## config.mk

```make
export PLATFORM = sky130hd
export DESIGN_NAME = correlator_top
export DESIGN_NICKNAME = d
export VERILOG_FILES = /design/src/correlator_pkg.sv /design/src/integration_ctrl_if.sv /design/src/pulse_delay_line.sv /design/src/auto_correlator.sv /design/src/cross_correlator.sv /design/src/integration_control.sv /design/src/frame_serializer.sv /design/src/correlator_top.sv
export SDC_FILE = /design/constraint.sdc
export NUM_CORES = 1
export LEC_CHECK = 0
export ABC_AREA = 1
export BUFFER_PORTS_ARGS = -buffer_cell sky130_fd_sc_hd__buf_2
export CELL_PAD_IN_SITES_DETAIL_PLACEMENT = 1
export CELL_PAD_IN_SITES_GLOBAL_PLACEMENT = 1
export CORE_UTILIZATION = 40
export CTS_CLUSTER_SIZE = 20
export DETAILED_ROUTE_END_ITERATION = 10
export GPL_TIMING_DRIVEN = 1
export PLACE_DENSITY_LB_ADDON = 0.1
export SYNTH_ARGS = -nofsm -noshare
export SYNTH_HDL_FRONTEND = slang
export SYNTH_SLANG_ARGS = --single-unit
```

## constraint.sdc

```tcl
create_clock -name integration_clk -period 10.5 [get_ports integration_clk]
set_input_delay 0.525 -clock integration_clk [delete_from_list [all_inputs] [get_ports integration_clk]]
set_output_delay 0.525 -clock integration_clk [all_outputs]
set_load 0.01 [all_outputs]
```

## src/correlator_pkg.sv

```systemverilog
/*
 * Pulse correlator shared definitions.
 * Sizes, command opcodes, vector types, control states and the counter step.
 */

package correlator_pkg;

	localparam int NUM_INPUTS    = 3;  // Pulse lines.
	localparam int LAG_AUTO      = 4;  // Auto lags 0 to 3.
	localparam int LAG_CROSS     = 3;  // Cross lags -1, 0, +1.
	localparam int NUM_BASELINES = 3;  // Input pairs.
	localparam int DELAY_DEPTH   = 4;
	localparam int RESOLUTION    = 8;  // Counter width.
	localparam int NUM_COUNTS    = 21;
	localparam int FRAME_BYTES   = 23; // Two header bytes, then counts.
	localparam int MIN_EXPONENT  = 5;
	localparam int MAX_EXPONENT  = 12;

	localparam logic [3:0] FRAME_MARK = 4'hA;

	// Opcodes sit in the upper nibble of a command byte.
	localparam logic [3:0] CMD_SET_WINDOW = 4'h1;
	localparam logic [3:0] CMD_START      = 4'h2;
	localparam logic [3:0] CMD_STOP       = 4'h3;

	typedef logic [NUM_INPUTS-1:0]          pulse_vec_t;
	typedef logic [RESOLUTION-1:0]          count_t;
	typedef logic [3:0]                     exponent_t;
	typedef logic [7:0]                     frame_index_t;
	typedef logic [7:0]                     byte_t;
	typedef logic [MAX_EXPONENT-1:0]        window_count_t;
	typedef logic [$clog2(FRAME_BYTES)-1:0] byte_index_t;

	typedef enum logic {
		ST_IDLE,
		ST_INTEGRATE
	} ctrl_state_t;

	// Next value of one saturating coincidence counter.
	// A capture restarts the counter with the coincidence of the same cycle.
	function automatic count_t count_step(count_t current, logic hit, logic accumulate,
			logic capture);
		count_t next;
		if (capture)
			next = count_t'(hit);
		else if (accumulate && hit && current != '1)
			next = current + count_t'(1);
		else
			next = current; // Hold, or stuck at full scale.
		return next;
	endfunction

endpackage

```

## src/integration_ctrl_if.sv

```systemverilog
/*
 * Integration window control.
 * Carries accumulate and capture strobes plus the frame header fields.
 */

`timescale 1ns/1ps

interface integration_ctrl_if import correlator_pkg::*; ();

	logic         accumulate;      // Counting enabled this cycle.
	logic         capture;         // Last cycle of a window.
	exponent_t    window_exponent; // Exponent of the running window.
	frame_index_t frame_index;

	modport control (
		output accumulate,
		output capture,
		output window_exponent,
		output frame_index
	);

	modport bank (
		input accumulate,
		input capture
	);

	modport serializer (
		input capture,
		input window_exponent,
		input frame_index
	);

endinterface

```

## src/pulse_delay_line.sv

```systemverilog
/*
 * Pulse delay line.
 * Registers the sampled lines and shifts them through a chain of lag taps.
 */

`timescale 1ns/1ps

module pulse_delay_line import correlator_pkg::*; (
	input  logic       integration_clk,
	input  logic       reset,
	input  pulse_vec_t line_in,
	output pulse_vec_t taps [DELAY_DEPTH]
);

	// Tap 0 is the newest sample; tap n is n cycles older.
	// All correlator lags are read from this one chain, so every bank
	// sees the same view of history in a given cycle.
	always_ff @(posedge integration_clk) begin
		if (reset) begin
			for (int n = 0; n < DELAY_DEPTH; n++)
				taps[n] <= '0;
		end else begin
			taps[0] <= line_in; // Sample point for all lines.
			for (int n = 1; n < DELAY_DEPTH; n++)
				taps[n] <= taps[n-1];
		end
	end

endmodule

```

## src/auto_correlator.sv

```systemverilog
/*
 * Auto-correlation bank.
 * Counts coincidences of each line with its own delayed copies, lags 0 to 3.
 */

`timescale 1ns/1ps

module auto_correlator import correlator_pkg::*; (
	input  logic       integration_clk,
	input  logic       reset,
	input  pulse_vec_t taps [DELAY_DEPTH],
	integration_ctrl_if.bank ctrl,
	output count_t     auto_counts [NUM_INPUTS*LAG_AUTO]
);

	logic [NUM_INPUTS*LAG_AUTO-1:0] hits;

	// Counter index is input-major, lag ascending.
	// Lag 0 pairs tap 0 with itself, so it counts pulses.
	always_comb begin
		for (int a = 0; a < NUM_INPUTS; a++) begin
			for (int y = 0; y < LAG_AUTO; y++)
				hits[a*LAG_AUTO+y] = taps[0][a] & taps[y][a];
		end
	end

	always_ff @(posedge integration_clk) begin
		if (reset) begin
			for (int i = 0; i < NUM_INPUTS*LAG_AUTO; i++)
				auto_counts[i] <= '0;
		end else begin
			for (int i = 0; i < NUM_INPUTS*LAG_AUTO; i++) begin
				auto_counts[i] <= count_step(auto_counts[i], hits[i], ctrl.accumulate,
					ctrl.capture);
			end
		end
	end

endmodule

```

## src/cross_correlator.sv

```systemverilog
/*
 * Cross-correlation bank.
 * Counts coincidences for every line pair at lags -1, 0 and +1.
 */

`timescale 1ns/1ps

module cross_correlator import correlator_pkg::*; (
	input  logic       integration_clk,
	input  logic       reset,
	input  pulse_vec_t taps [DELAY_DEPTH],
	integration_ctrl_if.bank ctrl,
	output count_t     cross_counts [NUM_BASELINES*LAG_CROSS]
);

	logic [NUM_BASELINES*LAG_CROSS-1:0] hits;

	// Pairs run (0,1), (0,2), (1,2); lags run -1 to +1 within a pair.
	// A negative lag delays line a, a positive lag delays line b.
	for (genvar a = 0; a < NUM_INPUTS; a++) begin : g_line_a
		for (genvar b = a + 1; b < NUM_INPUTS; b++) begin : g_line_b
			localparam int PAIR = a * (2 * NUM_INPUTS - a - 1) / 2 + (b - a - 1);
			for (genvar l = 0; l < LAG_CROSS; l++) begin : g_lag
				localparam int OFFSET = l - (LAG_CROSS - 1) / 2;
				localparam int TAP_A  = (OFFSET < 0) ? -OFFSET : 0;
				localparam int TAP_B  = (OFFSET > 0) ? OFFSET : 0;
				assign hits[PAIR*LAG_CROSS+l] = taps[TAP_A][a] & taps[TAP_B][b];
			end
		end
	end

	always_ff @(posedge integration_clk) begin
		if (reset) begin
			for (int i = 0; i < NUM_BASELINES*LAG_CROSS; i++)
				cross_counts[i] <= '0;
		end else begin
			for (int i = 0; i < NUM_BASELINES*LAG_CROSS; i++) begin
				cross_counts[i] <= count_step(cross_counts[i], hits[i], ctrl.accumulate,
					ctrl.capture);
			end
		end
	end

endmodule

```

## src/integration_control.sv

```systemverilog
/*
 * Integration controller.
 * Decodes command bytes and runs the window FSM that drives accumulate and
 * capture. Windows follow each other back to back until a stop.
 */

`timescale 1ns/1ps

module integration_control import correlator_pkg::*; (
	input  logic  integration_clk,
	input  logic  reset,
	input  logic  cmd_valid,
	input  byte_t cmd_data,
	output logic  integrating,
	integration_ctrl_if.control ctrl
);

	ctrl_state_t   state;
	exponent_t     pending_exp; // Applied at the next window start.
	exponent_t     active_exp;
	window_count_t win_count;
	window_count_t win_last;
	frame_index_t  frame_idx;
	logic          stop_pending;
	logic [3:0]    opcode;
	exponent_t     arg;
	exponent_t     clamped_exp;
	logic          cmd_start;
	logic          cmd_stop;
	logic          cmd_window;
	logic          window_end;

	assign opcode     = cmd_data[7:4];
	assign arg        = cmd_data[3:0];
	assign cmd_start  = cmd_valid && (opcode == CMD_START);
	assign cmd_stop   = cmd_valid && (opcode == CMD_STOP);
	assign cmd_window = cmd_valid && (opcode == CMD_SET_WINDOW);

	always_comb begin
		if (arg < exponent_t'(MIN_EXPONENT))
			clamped_exp = exponent_t'(MIN_EXPONENT);
		else if (arg > exponent_t'(MAX_EXPONENT))
			clamped_exp = exponent_t'(MAX_EXPONENT);
		else
			clamped_exp = arg;
	end

	assign win_last   = window_count_t'((32'd1 << active_exp) - 32'd1);
	assign window_end = (state == ST_INTEGRATE) && (win_count == win_last);

	always_ff @(posedge integration_clk) begin
		if (reset) begin
			state        <= ST_IDLE;
			pending_exp  <= exponent_t'(MIN_EXPONENT);
			active_exp   <= exponent_t'(MIN_EXPONENT);
			win_count    <= '0;
			frame_idx    <= '0;
			stop_pending <= 1'b0;
		end else begin
			if (cmd_window)
				pending_exp <= clamped_exp;
			case (state)
				ST_IDLE: begin
					if (cmd_start) begin // Stop while idle falls through.
						state        <= ST_INTEGRATE;
						active_exp   <= pending_exp;
						win_count    <= '0;
						stop_pending <= 1'b0;
					end
				end
				ST_INTEGRATE: begin
					if (window_end) begin
						win_count  <= '0;
						frame_idx  <= frame_idx + frame_index_t'(1); // Wraps at 255.
						active_exp <= cmd_window ? clamped_exp : pending_exp;
						if (stop_pending || cmd_stop) begin
							state        <= ST_IDLE;
							stop_pending <= 1'b0;
						end
					end else begin
						win_count <= win_count + window_count_t'(1);
						if (cmd_stop)
							stop_pending <= 1'b1;
					end
				end
				default: state <= ST_IDLE;
			endcase
		end
	end

	assign integrating          = (state == ST_INTEGRATE);
	assign ctrl.accumulate      = (state == ST_INTEGRATE);
	assign ctrl.capture         = window_end;
	assign ctrl.window_exponent = active_exp;
	assign ctrl.frame_index     = frame_idx;

endmodule

```

## src/frame_serializer.sv

```systemverilog
/*
 * Frame serializer.
 * Snapshots header and counts on capture, then sends one byte per clock.
 */

`timescale 1ns/1ps

module frame_serializer import correlator_pkg::*; (
	input  logic   integration_clk,
	input  logic   reset,
	input  count_t auto_counts [NUM_INPUTS*LAG_AUTO],
	input  count_t cross_counts [NUM_BASELINES*LAG_CROSS],
	integration_ctrl_if.serializer ctrl,
	output byte_t  frame_byte,
	output logic   byte_valid,
	output logic   frame_start
);

	count_t       shadow [NUM_COUNTS];
	exponent_t    hdr_exp;
	frame_index_t hdr_idx;
	byte_index_t  byte_idx;
	byte_index_t  count_sel;
	logic         sending;

	// Auto counts first, cross counts after them.
	always_ff @(posedge integration_clk) begin
		if (ctrl.capture) begin
			hdr_exp <= ctrl.window_exponent;
			hdr_idx <= ctrl.frame_index;
			for (int i = 0; i < NUM_INPUTS*LAG_AUTO; i++)
				shadow[i] <= auto_counts[i];
			for (int j = 0; j < NUM_BASELINES*LAG_CROSS; j++)
				shadow[NUM_INPUTS*LAG_AUTO+j] <= cross_counts[j];
		end
	end

	always_ff @(posedge integration_clk) begin
		if (reset) begin
			sending  <= 1'b0;
			byte_idx <= '0;
		end else if (ctrl.capture) begin
			sending  <= 1'b1; // Header byte goes out next cycle.
			byte_idx <= '0;
		end else if (sending) begin
			if (byte_idx == byte_index_t'(FRAME_BYTES - 1)) begin
				sending  <= 1'b0;
				byte_idx <= '0;
			end else begin
				byte_idx <= byte_idx + byte_index_t'(1);
			end
		end
	end

	// Count bytes start after the two header bytes.
	assign count_sel = byte_idx - byte_index_t'(FRAME_BYTES - NUM_COUNTS);

	always_comb begin
		if (byte_idx == byte_index_t'(0))
			frame_byte = {FRAME_MARK, hdr_exp};
		else if (byte_idx == byte_index_t'(1))
			frame_byte = hdr_idx;
		else
			frame_byte = byte_t'(shadow[count_sel]);
	end

	assign byte_valid  = sending;
	assign frame_start = sending && (byte_idx == byte_index_t'(0));

endmodule

```

## src/correlator_top.sv

```systemverilog
/*
 * Pulse correlator top level.
 * Delay line, auto and cross banks, window controller and byte serializer.
 */

`timescale 1ns/1ps

module correlator_top import correlator_pkg::*; (
	input  logic       integration_clk,
	input  logic       reset,
	input  pulse_vec_t line_in,
	input  logic       cmd_valid,
	input  byte_t      cmd_data,
	output byte_t      frame_byte,
	output logic       byte_valid,
	output logic       frame_start,
	output logic       integrating
);

	pulse_vec_t taps [DELAY_DEPTH];
	count_t     auto_counts [NUM_INPUTS*LAG_AUTO];
	count_t     cross_counts [NUM_BASELINES*LAG_CROSS];

	integration_ctrl_if ctrl_if ();

	pulse_delay_line u_delay_line (
		.integration_clk (integration_clk),
		.reset           (reset),
		.line_in         (line_in),
		.taps            (taps)
	);

	auto_correlator u_auto (
		.integration_clk (integration_clk),
		.reset           (reset),
		.taps            (taps),
		.ctrl            (ctrl_if.bank),
		.auto_counts     (auto_counts)
	);

	cross_correlator u_cross (
		.integration_clk (integration_clk),
		.reset           (reset),
		.taps            (taps),
		.ctrl            (ctrl_if.bank),
		.cross_counts    (cross_counts)
	);

	integration_control u_control (
		.integration_clk (integration_clk),
		.reset           (reset),
		.cmd_valid       (cmd_valid),
		.cmd_data        (cmd_data),
		.integrating     (integrating),
		.ctrl            (ctrl_if.control)
	);

	frame_serializer u_serializer (
		.integration_clk (integration_clk),
		.reset           (reset),
		.auto_counts     (auto_counts),
		.cross_counts    (cross_counts),
		.ctrl            (ctrl_if.serializer),
		.frame_byte      (frame_byte),
		.byte_valid      (byte_valid),
		.frame_start     (frame_start)
	);

endmodule

```

==> summary.txt, run 1 <==
number of distinct library cells after synthesis - 40
reg2reg path depth - 13
vias in the first global route - 13930
RSZ-0062 raised after global routing - no
TritonCTS Buffers - 45
detailed placer's ending HPWL - 35.23 mm
WP data arrival - 4510 ps
Yosys Warn Count - 0
status - finished, final reports clean
total core area - 43360 sq um
die height - 212.2 microns
DRC Markers - 0
hold path depth - 3
total track usage - 0.2327
CP endpoint kind - primary output
Synth Cell Area - 17680 sq um
worst hold path startpoint - line_in[1]
Fillers - 5114
Max Cap Viol - 0
die area - 45050 sq um
PortBufs - 24
Initial DRC Count - 816
Max VDD drop - 0.1198 mV
Worst Slack Setup Final - 5461 ps
post-cts sizing count - 0
Area contributors post-synth - edfxtp_1, dfxtp_1, nand2_1, nor2_1, xor2_1
Area growth syn-to-layout - 11.78%
initial antenna violation count - 0
flops & latches, synth - 396
Seq/Total Area, Yosys - 0.5503
crit path cell chain - inv_1, ha_1, inv_1, o211ai_1, o21ai_0, o21ai_0, nand3_1, buf_2
grt total ovfl - 0
DR vias - 13780
Final Hold Fails - 0
Buf/Inv on CP - 3
CP Depth - 8
Initial Util - 0.4078
Syn Nets - 2036
Tcrit/Tclk final - 0.4799
f_max - 0.1985 GHz
Final Setup Violations - 0
Post-Syn Instances - 1992
post-CTS setup repair buffer count - 0
Tightest Pin Transition - 1189 ps
R2R Path Start - u_control.ctrl.window_exponent[3]
H-tree depth - 2
nets - 2053
area leader, netlist - edfxtp_1
final setup TNS - 0 ps
pre-CTS setup slack - 6113 ps
Hold Path Class - input pin to flip-flop
most frequent cells in the layout - nand2_1, nor2_1, dfxtp_1
# hold bufs at CTS - 0
top-area cell type share of the netlist area - 0.3057
R2R setup slack - 6280 ps
Avg Inst Size Synth - 8.876 sq um
Worst-Skew Late Latency - 600 ps
critical path class - flip-flop to primary output
router iterations before antenna repair - 5
vias per inst - 5.237
Startpoint Class - flip-flop
post-DR wirelength/cell - 19.47 microns
Max clock buf depth - 3
clock root cell - clkbuf_16
Antenna diodes - 0
CTS tree - done
clk_skew - 23.45 ps
CP Max Fanout - 56
clk sink count - 396
Post-Route WL - 51.21 mm
post-route ant nets - 0
CP max stage delay - 1050 ps
data required time of the critical path - 9980 ps
largest net degree at the start of global routing - 181
die width - 212.2 microns
GPL Wtd Cong - 0.9108
Slew headroom - 0.2074
Slew Limit Fails - 0
Leakage - 7.585 nW
slowest CP cell - dfxtp_2
commonest non-fill, non-tap cell in the layout - nand2_1
Clock transition at path regs - 60 ps
power density over cell area - 162.4 nW/um^2
hold endpoint - u_delay_line.taps[10]
CP delay by family, top - flip-flops
first-pass GRT wire length - 80.21 mm
fraction of layout instances using a drive strength above 1 - 0.06745
worst r2r dst - u_serializer.byte_idx[4]
Top Ports - 25
Final min period - 5039 ps
row cnt - 76
## report_power, final
part | total, mW | internal (mW) | switching, mW
Combinational | 0.0550 | 0.0123 | 0.0427
Clock | 1.55 | 0.882 | 0.665
Sequential | 1.61 | 1.60 | 0.00604
Total | 3.21 | 2.50 | 0.714
## registers in the layout (all words and copies together), names as in the netlist
register	cells
u_control.ctrl.frame_index	8
u_serializer.byte_idx	5
u_cross.cross_counts	72
u_serializer.shadow	168
u_delay_line.taps	12
u_control.win_count	12
u_serializer.byte_valid	1
u_control.pending_exp	4
u_serializer.hdr_exp	4
u_serializer.hdr_idx	8
u_control.ctrl.window_exponent	4
u_control.ctrl.accumulate	1
u_auto.auto_counts	96
u_control.stop_pending	1
## stage by stage
stage | cells | power (mW) | hold WS, ps | cell area [sq um] | utilization
global route | 2631 | 3.315 | 124.1 | 19760 | 0.4558
detailed placement | 2547 | 1.696 | 436.7 | 18310 | 0.4222
floorplan | 1992 | 1.676 | 409.5 | 17680 | -
CTS | 2631 | 3.251 | 98.19 | 19760 | 0.4558
global placement | 2547 | 1.694 | 435.9 | 18310 | 0.4222
finish | 2631 | 3.209 | 130.4 | 19760 | 0.4558
## tightest hold or removal path, delay by kind of cell
kind                   cells  cell delay, ps
AND/OR/NAND/NOR            1              60
buffers and inverters      2             100
## logic make-up (layout without fill, tap and decap cells)
group                    after synthesis  count (layout)  share of synthesized area
AND/OR/NAND/NOR                      911             911                     0.2212
adder cells (fa/ha/maj)               30              30                    0.02123
flip-flops                           396             396                     0.5503
buffers and inverters                249             303                    0.05753
XOR/XNOR                             124             124                    0.06228
AO/OA/AOI/OAI                        282             282                    0.08747
## synthesized netlist by cell type (all sizes together)
cell type / n
inv: 186
nand4: 50
o21a: 2
and3: 6
clkbuf: 39
nand2: 362
nor2: 284
clkinv: 1
o211ai: 14
o31ai: 1
o21bai: 1
a31oi: 6
a21oi: 92
a21o: 1
or2: 13
xnor2: 35
nor3b: 3
nor4: 9
edfxtp: 180
buf: 23
nand3b: 2
o221ai: 17
o22ai: 13
xor2: 89
nor3: 42
nand3: 140
ha: 30
o21ai: 135
dfxtp: 216
## worst max path at each step
stage	startpoint	to	slack, ps
after floorplan	u_control.ctrl.window_exponent[3]	u_serializer.hdr_exp[0]	600
after global placement	u_serializer.byte_idx[1]	frame_byte[7]	6200
after detailed placement	u_serializer.byte_idx[1]	frame_byte[7]	6110
after CTS	u_serializer.byte_idx[1]	frame_byte[7]	5430
after global routing	u_serializer.byte_idx[1]	frame_byte[7]	5120
final	u_serializer.byte_idx[1]	frame_byte[7]	5460
## cell type report
type / instances / area [sq um] / area share
inverter: 187 / 701.9 / 0.03552
clock buffer: 59 / 1229 / 0.06217
timing repair buffer: 32 / 192.7 / 0.009750
sequential: 396 / 9732 / 0.4924
multi-input combinational: 1347 / 6950 / 0.3517
tap: 585 / 732.0 / 0.03704
clock inverter: 25 / 225.2 / 0.01140
## per-layer routing
metal / GRT usage / part of all wire
met5: 0 / 0
met4: 0.05656 / 0.019
met3: 0.04653 / 0.044
met2: 0.3695 / 0.45
met1: 0.3249 / 0.48
(Power assumes the default switching activity.)
==> run 2: changes to the inputs <==
clock period = 5.2 ns   (was 10.5 ns; I/O delays follow)
==> summary.txt, run 2 (synthesized netlist as in run 1, its figures left out) <==
status - finished, final reports clean
f_max - 0.2651 GHz
data required time of the critical path - 4940 ps (-5040 ps)
post-CTS setup repair buffer count - 0 (unchanged)
die area - 45050 sq um (unchanged)
Worst-Skew Late Latency - 580 ps (-20 ps)
vias per inst - 5.237 (about the same)
nets - 2066 (+0.63%)
worst hold path startpoint - cmd_data[3]
final core utilization - 0.4597 (+0.003925)
total track usage - 0.2280 (-0.004679)
placed insts - 2555 (+0.31%)
RSZ-0062 raised after global routing - no
Max Cap Viol - 0 (unchanged)
Max VDD drop - 0.2229 mV (+86%)
TritonCTS Buffers - 45 (unchanged)
power density over cell area - 332.0 nW/um^2 (+100%)
Startpoint Class - flip-flop
Area growth syn-to-layout - 12.74%
Tcrit/Tclk final - 0.7253
Leakage - 7.667 nW (+1.1%)
post-cts sizing count - 0 (unchanged)
CTS tree - done
GPL Wtd Cong - 0.8311 (-8.8%)
H-tree depth - 2 (unchanged)
clk_skew - 15.76 ps (-7.695 ps)
fraction of layout instances using a drive strength above 1 - 0.06994 (+0.002488)
hold endpoint - u_control.pending_exp[3]
hold path depth - 5 (+2)
Fillers - 5113 (-0.020%)
Worst Slack Setup Final - 1428 ps (-4033 ps)
Final min period - 3772 ps
flip-flop count of the largest register after layout - 168 (unchanged)
Regs by FF count - u_serializer.shadow (168), u_auto.auto_counts (96), u_cross.cross_counts (72)
total core area - 43360 sq um (unchanged)
initial antenna violation count - 1 (+1)
clk sink count - 396 (unchanged)
die height - 212.2 microns (unchanged)
largest net degree at the start of global routing - 177 (-2.2%)
Final Setup Violations - 0 (unchanged)
detailed placer's ending HPWL - 34.49 mm (-2.1%)
DRC Markers - 0 (unchanged)
die width - 212.2 microns (unchanged)
PortBufs - 24 (unchanged)
final setup TNS - 0 ps (unchanged)
R2R setup slack - 1500 ps (-4780 ps)
largest register by flop count - u_serializer.shadow
pre-CTS setup slack - 1710 ps (-4403 ps)
vias in the first global route - 14020 (+0.63%)
CP Max Fanout - 63 (+13%)
commonest non-fill, non-tap cell in the layout - nand2_1
DR vias - 13850 (+0.49%)
Final Hold Fails - 0 (unchanged)
Initial DRC Count - 763 (-6.5%)
post-route ant nets - 0 (unchanged)
reg2reg path depth - 10 (-3)
Max clock buf depth - 3 (unchanged)
Top Ports - 25 (unchanged)
Antenna diodes - 0 (unchanged)
Tightest Pin Transition - 1331 ps (+142.5 ps)
Slew headroom - 0.1124 (-0.09503)
Hold Path Class - input pin to flip-flop
Initial Util - 0.4078 (unchanged)
first-pass GRT wire length - 79.18 mm (-1.3%)
final std cells w/o fill - 2644 (+0.49%)
R2R Path Start - u_control.ctrl.window_exponent[3]
WHS - 68.93 ps (-61.42 ps)
WP data arrival - 3510 ps (-1000 ps)
post-DR wirelength/cell - 18.83 microns (-3.3%)
Clock transition at path regs - 60 ps (about the same)
worst r2r dst - u_serializer.shadow[4][5]
Slew Limit Fails - 0 (unchanged)
critical path class - flip-flop to primary output
row cnt - 76 (unchanged)
router iterations before antenna repair - 5 (unchanged)
clock root cell - clkbuf_16
most frequent cells in the layout - nand2_1, nor2_1, dfxtp_1
Tot Pwr - 6.619 mW (+110%)
fin area - 19930 sq um (+0.86%)
CP endpoint kind - primary output
grt total ovfl - 0 (unchanged)
# hold bufs at CTS - 5 (+5)
Post-Route WL - 49.79 mm (-2.8%)
Post-DP Area - 18370 sq um (+0.33%)
## run 2: cell count changes in the layout (fill, tap and decap cells not counted), sizes merged
cell	previous run	this run
buf	32	40
bufinv	2	5
clkbuf	59	60
clkinv	22	19
dlygate4sd3	0	5
inv	187	186
## run 2: worst max-delay path, cell delays in order (launching register included)
cell and delay, ps:
dfxtp_2 320, buf_4 230, buf_4 590, o21ai_0 200
o221ai_1 390, nand3_1 260, nand3_1 230, nand2_1 80
a31oi_1 290, buf_2 200
## run 2: cell type report
class                      instances  area, sq um  area share
sequential                       396         9732      0.4882
tap                              585        732.0     0.03672
inverter                         187        703.2     0.03528
timing repair buffer              45        302.8     0.01519
clock inverter                    24        269.0     0.01350
clock buffer                      60         1244     0.06239
multi-input combinational       1347         6950      0.3487
## run 2: layer usage
layer | share of wire | wire length (microns) | GRT usage | vias to the layer above
met3 | 0.043 | 2128 | 0.03767 | 66
li1 | - | - | - | 6753
met5 | 0.00026 | 13 | 0 | -
met2 | 0.44 | 22040 | 0.3497 | 185
met1 | 0.49 | 24480 | 0.3283 | 6840
met4 | 0.023 | 1126 | 0.06971 | 2
## run 2: worst max-delay path by stage
stage / startpoint / endpoint / cells after the start
2_1_floorplan: u_control.ctrl.window_exponent[3] / u_serializer.hdr_exp[0] / 10
5_1_grt: u_control.ctrl.window_exponent[2] / u_serializer.shadow[10][2] / 12
4_1_cts: u_serializer.byte_idx[0] / frame_byte[7] / 10
3_5_place_dp: u_control.ctrl.window_exponent[2] / u_serializer.shadow[7][4] / 10
3_3_place_gp: u_control.ctrl.window_exponent[2] / u_serializer.shadow[6][3] / 10
6_report: u_serializer.byte_idx[0] / frame_byte[3] / 9
## run 2: report_power, final
group          total, mW  internal (mW)  switching (mW)
combinational      0.111         0.0277          0.0837
sequential          3.24           3.23          0.0116
clock               3.26           1.94            1.33
==> run 3: changes to the inputs <==
ABC_AREA = 0   (was 1)
clock period = 3.8 ns   (was 5.2 ns; I/O delays follow)
==> summary.txt, run 3 <==
GPL Wtd Cong - 0.7735 (-6.9%)
DRC Markers - 0 (unchanged)
largest net degree at the start of global routing - 71 (-60%)
fin area - 19300 sq um (-3.2%)
PortBufs - 24 (unchanged)
Avg Inst Size Synth - 11.39 sq um (+28%)
Hold Path Class - input pin to flip-flop
Final Hold Fails - 0 (unchanged)
grt total ovfl - 0 (unchanged)
Clk pwr share - 0.491 (-0.002)
die height - 207.5 microns (-2.2%)
top post-synthesis cells by count - nor2_1, dfxtp_1, edfxtp_1
Syn Nets - 1527 (-25%)
number of distinct library cells after synthesis - 61 (+53%)
area leader, netlist - edfxtp_1
asr flop ratio synth - 0 (unchanged)
clk_skew - 33.87 ps (+18.11 ps)
Leakage - 6.286 nW (-18%)
status - finished, final reports clean
WP data arrival - 3340 ps (-170 ps)
H-tree depth - 2 (unchanged)
Comb pwr share - 0.012 (-0.005)
switching power - 1.879 mW (+32%)
Tightest Pin Transition - 800.6 ps (-530.8 ps)
Sw Share - 0.2107 (-0.004050)
Register Area - 9734 sq um (about the same)
most frequent cells in the layout - nor2_1, dfxtp_1, edfxtp_1
power density over cell area - 462.1 nW/um^2 (+39%)
Post-synth EDFFs - 180 (unchanged)
CTS tree - done
fraction of layout instances using a drive strength above 1 - 0.1225 (+0.05258)
Seq/Total Area, Yosys - 0.5759 (+0.02559)
vias in the first global route - 11280 (-20%)
CP endpoint kind - primary output
Worst-Skew Late Latency - 590 ps (about the same)
placed insts - 2000 (-22%)
Sequential Power Share - 0.497 (+0.007)
nets - 1566 (-24%)
first-pass GRT wire length - 66.32 mm (-16%)
Initial Util - 0.4101 (+0.002301)
final core utilization - 0.4684 (+0.008667)
multi-input logic area - 6858 sq um (-1.3%)
Slew headroom - 0.4652 (+0.3527)
WHS - 61.14 ps (-7.794 ps)
Top Ports - 25 (unchanged)
die area - 43060 sq um (-4.4%)
flops & latches, synth - 396 (unchanged)
Final Setup Violations - 0 (unchanged)
initial antenna violation count - 1 (unchanged)
Fillers - 4341 (-15%)
Max VDD drop - 0.2709 mV (+22%)
flip-flop count of the largest register after layout - 168 (unchanged)
f_max - 0.2834 GHz
Max clock buf depth - 3 (unchanged)
clk sink count - 396 (unchanged)
Yosys Warn Count - 0 (unchanged)
final setup TNS - 0 ps (unchanged)
Max Cap Viol - 0 (unchanged)
vias per inst - 5.266 (+0.56%)
Tcrit/Tclk final - 0.9287
total track usage - 0.1999 (-0.02817)
Worst Slack Setup Final - 271.1 ps (-1157 ps)
Startpoint Class - flip-flop
data required time of the critical path - 3610 ps (-1330 ps)
Area contributors post-synth - edfxtp_1, dfxtp_1, mux4_2, nor2_1, xor2_1
top-count cell post-synth - nor2_1
Regs by FF count - u_serializer.shadow (168), u_auto.auto_counts (96), u_cross.cross_counts (72)
Post-DP Area - 17730 sq um (-3.5%)
Post-Route WL - 42.33 mm (-15%)
Initial DRC Count - 654 (-14%)
final std cells w/o fill - 2091 (-21%)
ys flop type - dfxtp_1
Area growth syn-to-layout - 14.22%
RSZ-0062 raised after global routing - no
post-route ant nets - 0 (unchanged)
die width - 207.5 microns (-2.2%)
DR vias - 11010 (-20%)
Final min period - 3529 ps
total core area - 41200 sq um (-5.0%)
Antenna diodes - 0 (unchanged)
largest register by flop count - u_serializer.shadow
CP Max Fanout - 13 (-79%)
TritonCTS Buffers - 45 (unchanged)
clock root cell - clkbuf_16
pre-CTS setup slack - 564.4 ps (-1146 ps)
Slew Limit Fails - 0 (unchanged)
commonest non-fill, non-tap cell in the layout - nor2_1
internal power - 7.038 mW (+35%)
Synth Cell Area - 16890 sq um (-4.4%)
critical path class - flip-flop to primary output
top-area cell type share of the netlist area - 0.3199 (+0.01422)
Post-Syn Instances - 1483 (-26%)
detailed placer's ending HPWL - 29.05 mm (-16%)
Tot Pwr - 8.917 mW (+35%)
router iterations before antenna repair - 4 (-1)
Clock transition at path regs - 50 ps (about the same)
post-DR wirelength/cell - 20.24 microns (+7.5%)
row cnt - 74 (-2.6%)
-- run 3: final cells by class --
| type | count | share of cell area |
|---|---|---|
| Clock buffer | 62 | 0.06477 |
| Inverter | 20 | 0.004085 |
| Clock inverter | 22 | 0.01206 |
| Sequential cell | 396 | 0.5044 |
| Tap cell | 532 | 0.03449 |
| Multi-Input combinational cell | 1001 | 0.3554 |
| Timing Repair Buffer | 58 | 0.02477 |
-- run 3: final timing paths --
check	from	to	slack, ps	cells past startpoint
setup / recovery	u_serializer.byte_idx[2]	frame_byte[5]	270	10
hold / removal	cmd_data[2]	u_control.pending_exp[2]	60	5
setup reg to reg	u_control.ctrl.window_exponent[2]	u_auto.auto_counts[77]	640	11
hold reg to reg	u_control.ctrl.frame_index[7]	u_serializer.hdr_idx[7]	450	0
-- run 3: power by group through the flow --
stage	clock network [mW]	registers (mW)	logic, mW
global route	4.65	4.43	0.120
finish	4.38	4.43	0.110
global placement	0	4.52	0.108
floorplan	0	4.52	0.0604
CTS	4.51	4.43	0.114
detailed placement	0	4.52	0.109
-- run 3: per-layer routing --
layer	global-route usage	share of wire	vias up
met1	0.2747	0.46	5461
li1	-	-	5339
met3	0.02874	0.046	57
met2	0.3257	0.47	154
met5	0	0	-
met4	0.06305	0.021	0
-- run 3: logic make-up (layout without fill, tap and decap cells) --
logic type | Yosys count | count (layout) | synth area share
AND/OR/NAND/NOR | 581 | 581 | 0.1571
flip-flops | 396 | 396 | 0.5759
XOR/XNOR | 159 | 159 | 0.08243
AO/OA/AOI/OAI | 138 | 138 | 0.05243
multiplexers | 93 | 93 | 0.08820
buffers and inverters | 86 | 162 | 0.02177
adder cells (fa/ha/maj) | 30 | 30 | 0.02222
-- run 3: what timing repair did --
item	CTS	global route
hold endpoints to repair	6	0
gates resized for setup	0	1
setup endpoints to repair	0	4
hold buffers	6	0
buffers inserted	0	1
-- run 3: critical path: stages (launching register included) --
cell      delay [ps]
dfxtp_1          460
inv_1            100
ha_2             540
buf_4            310
mux4_2           320
and2_1           170
a211oi_1         220
a21oi_1          130
a211oi_1         240
o21ai_0          100
buf_2            180
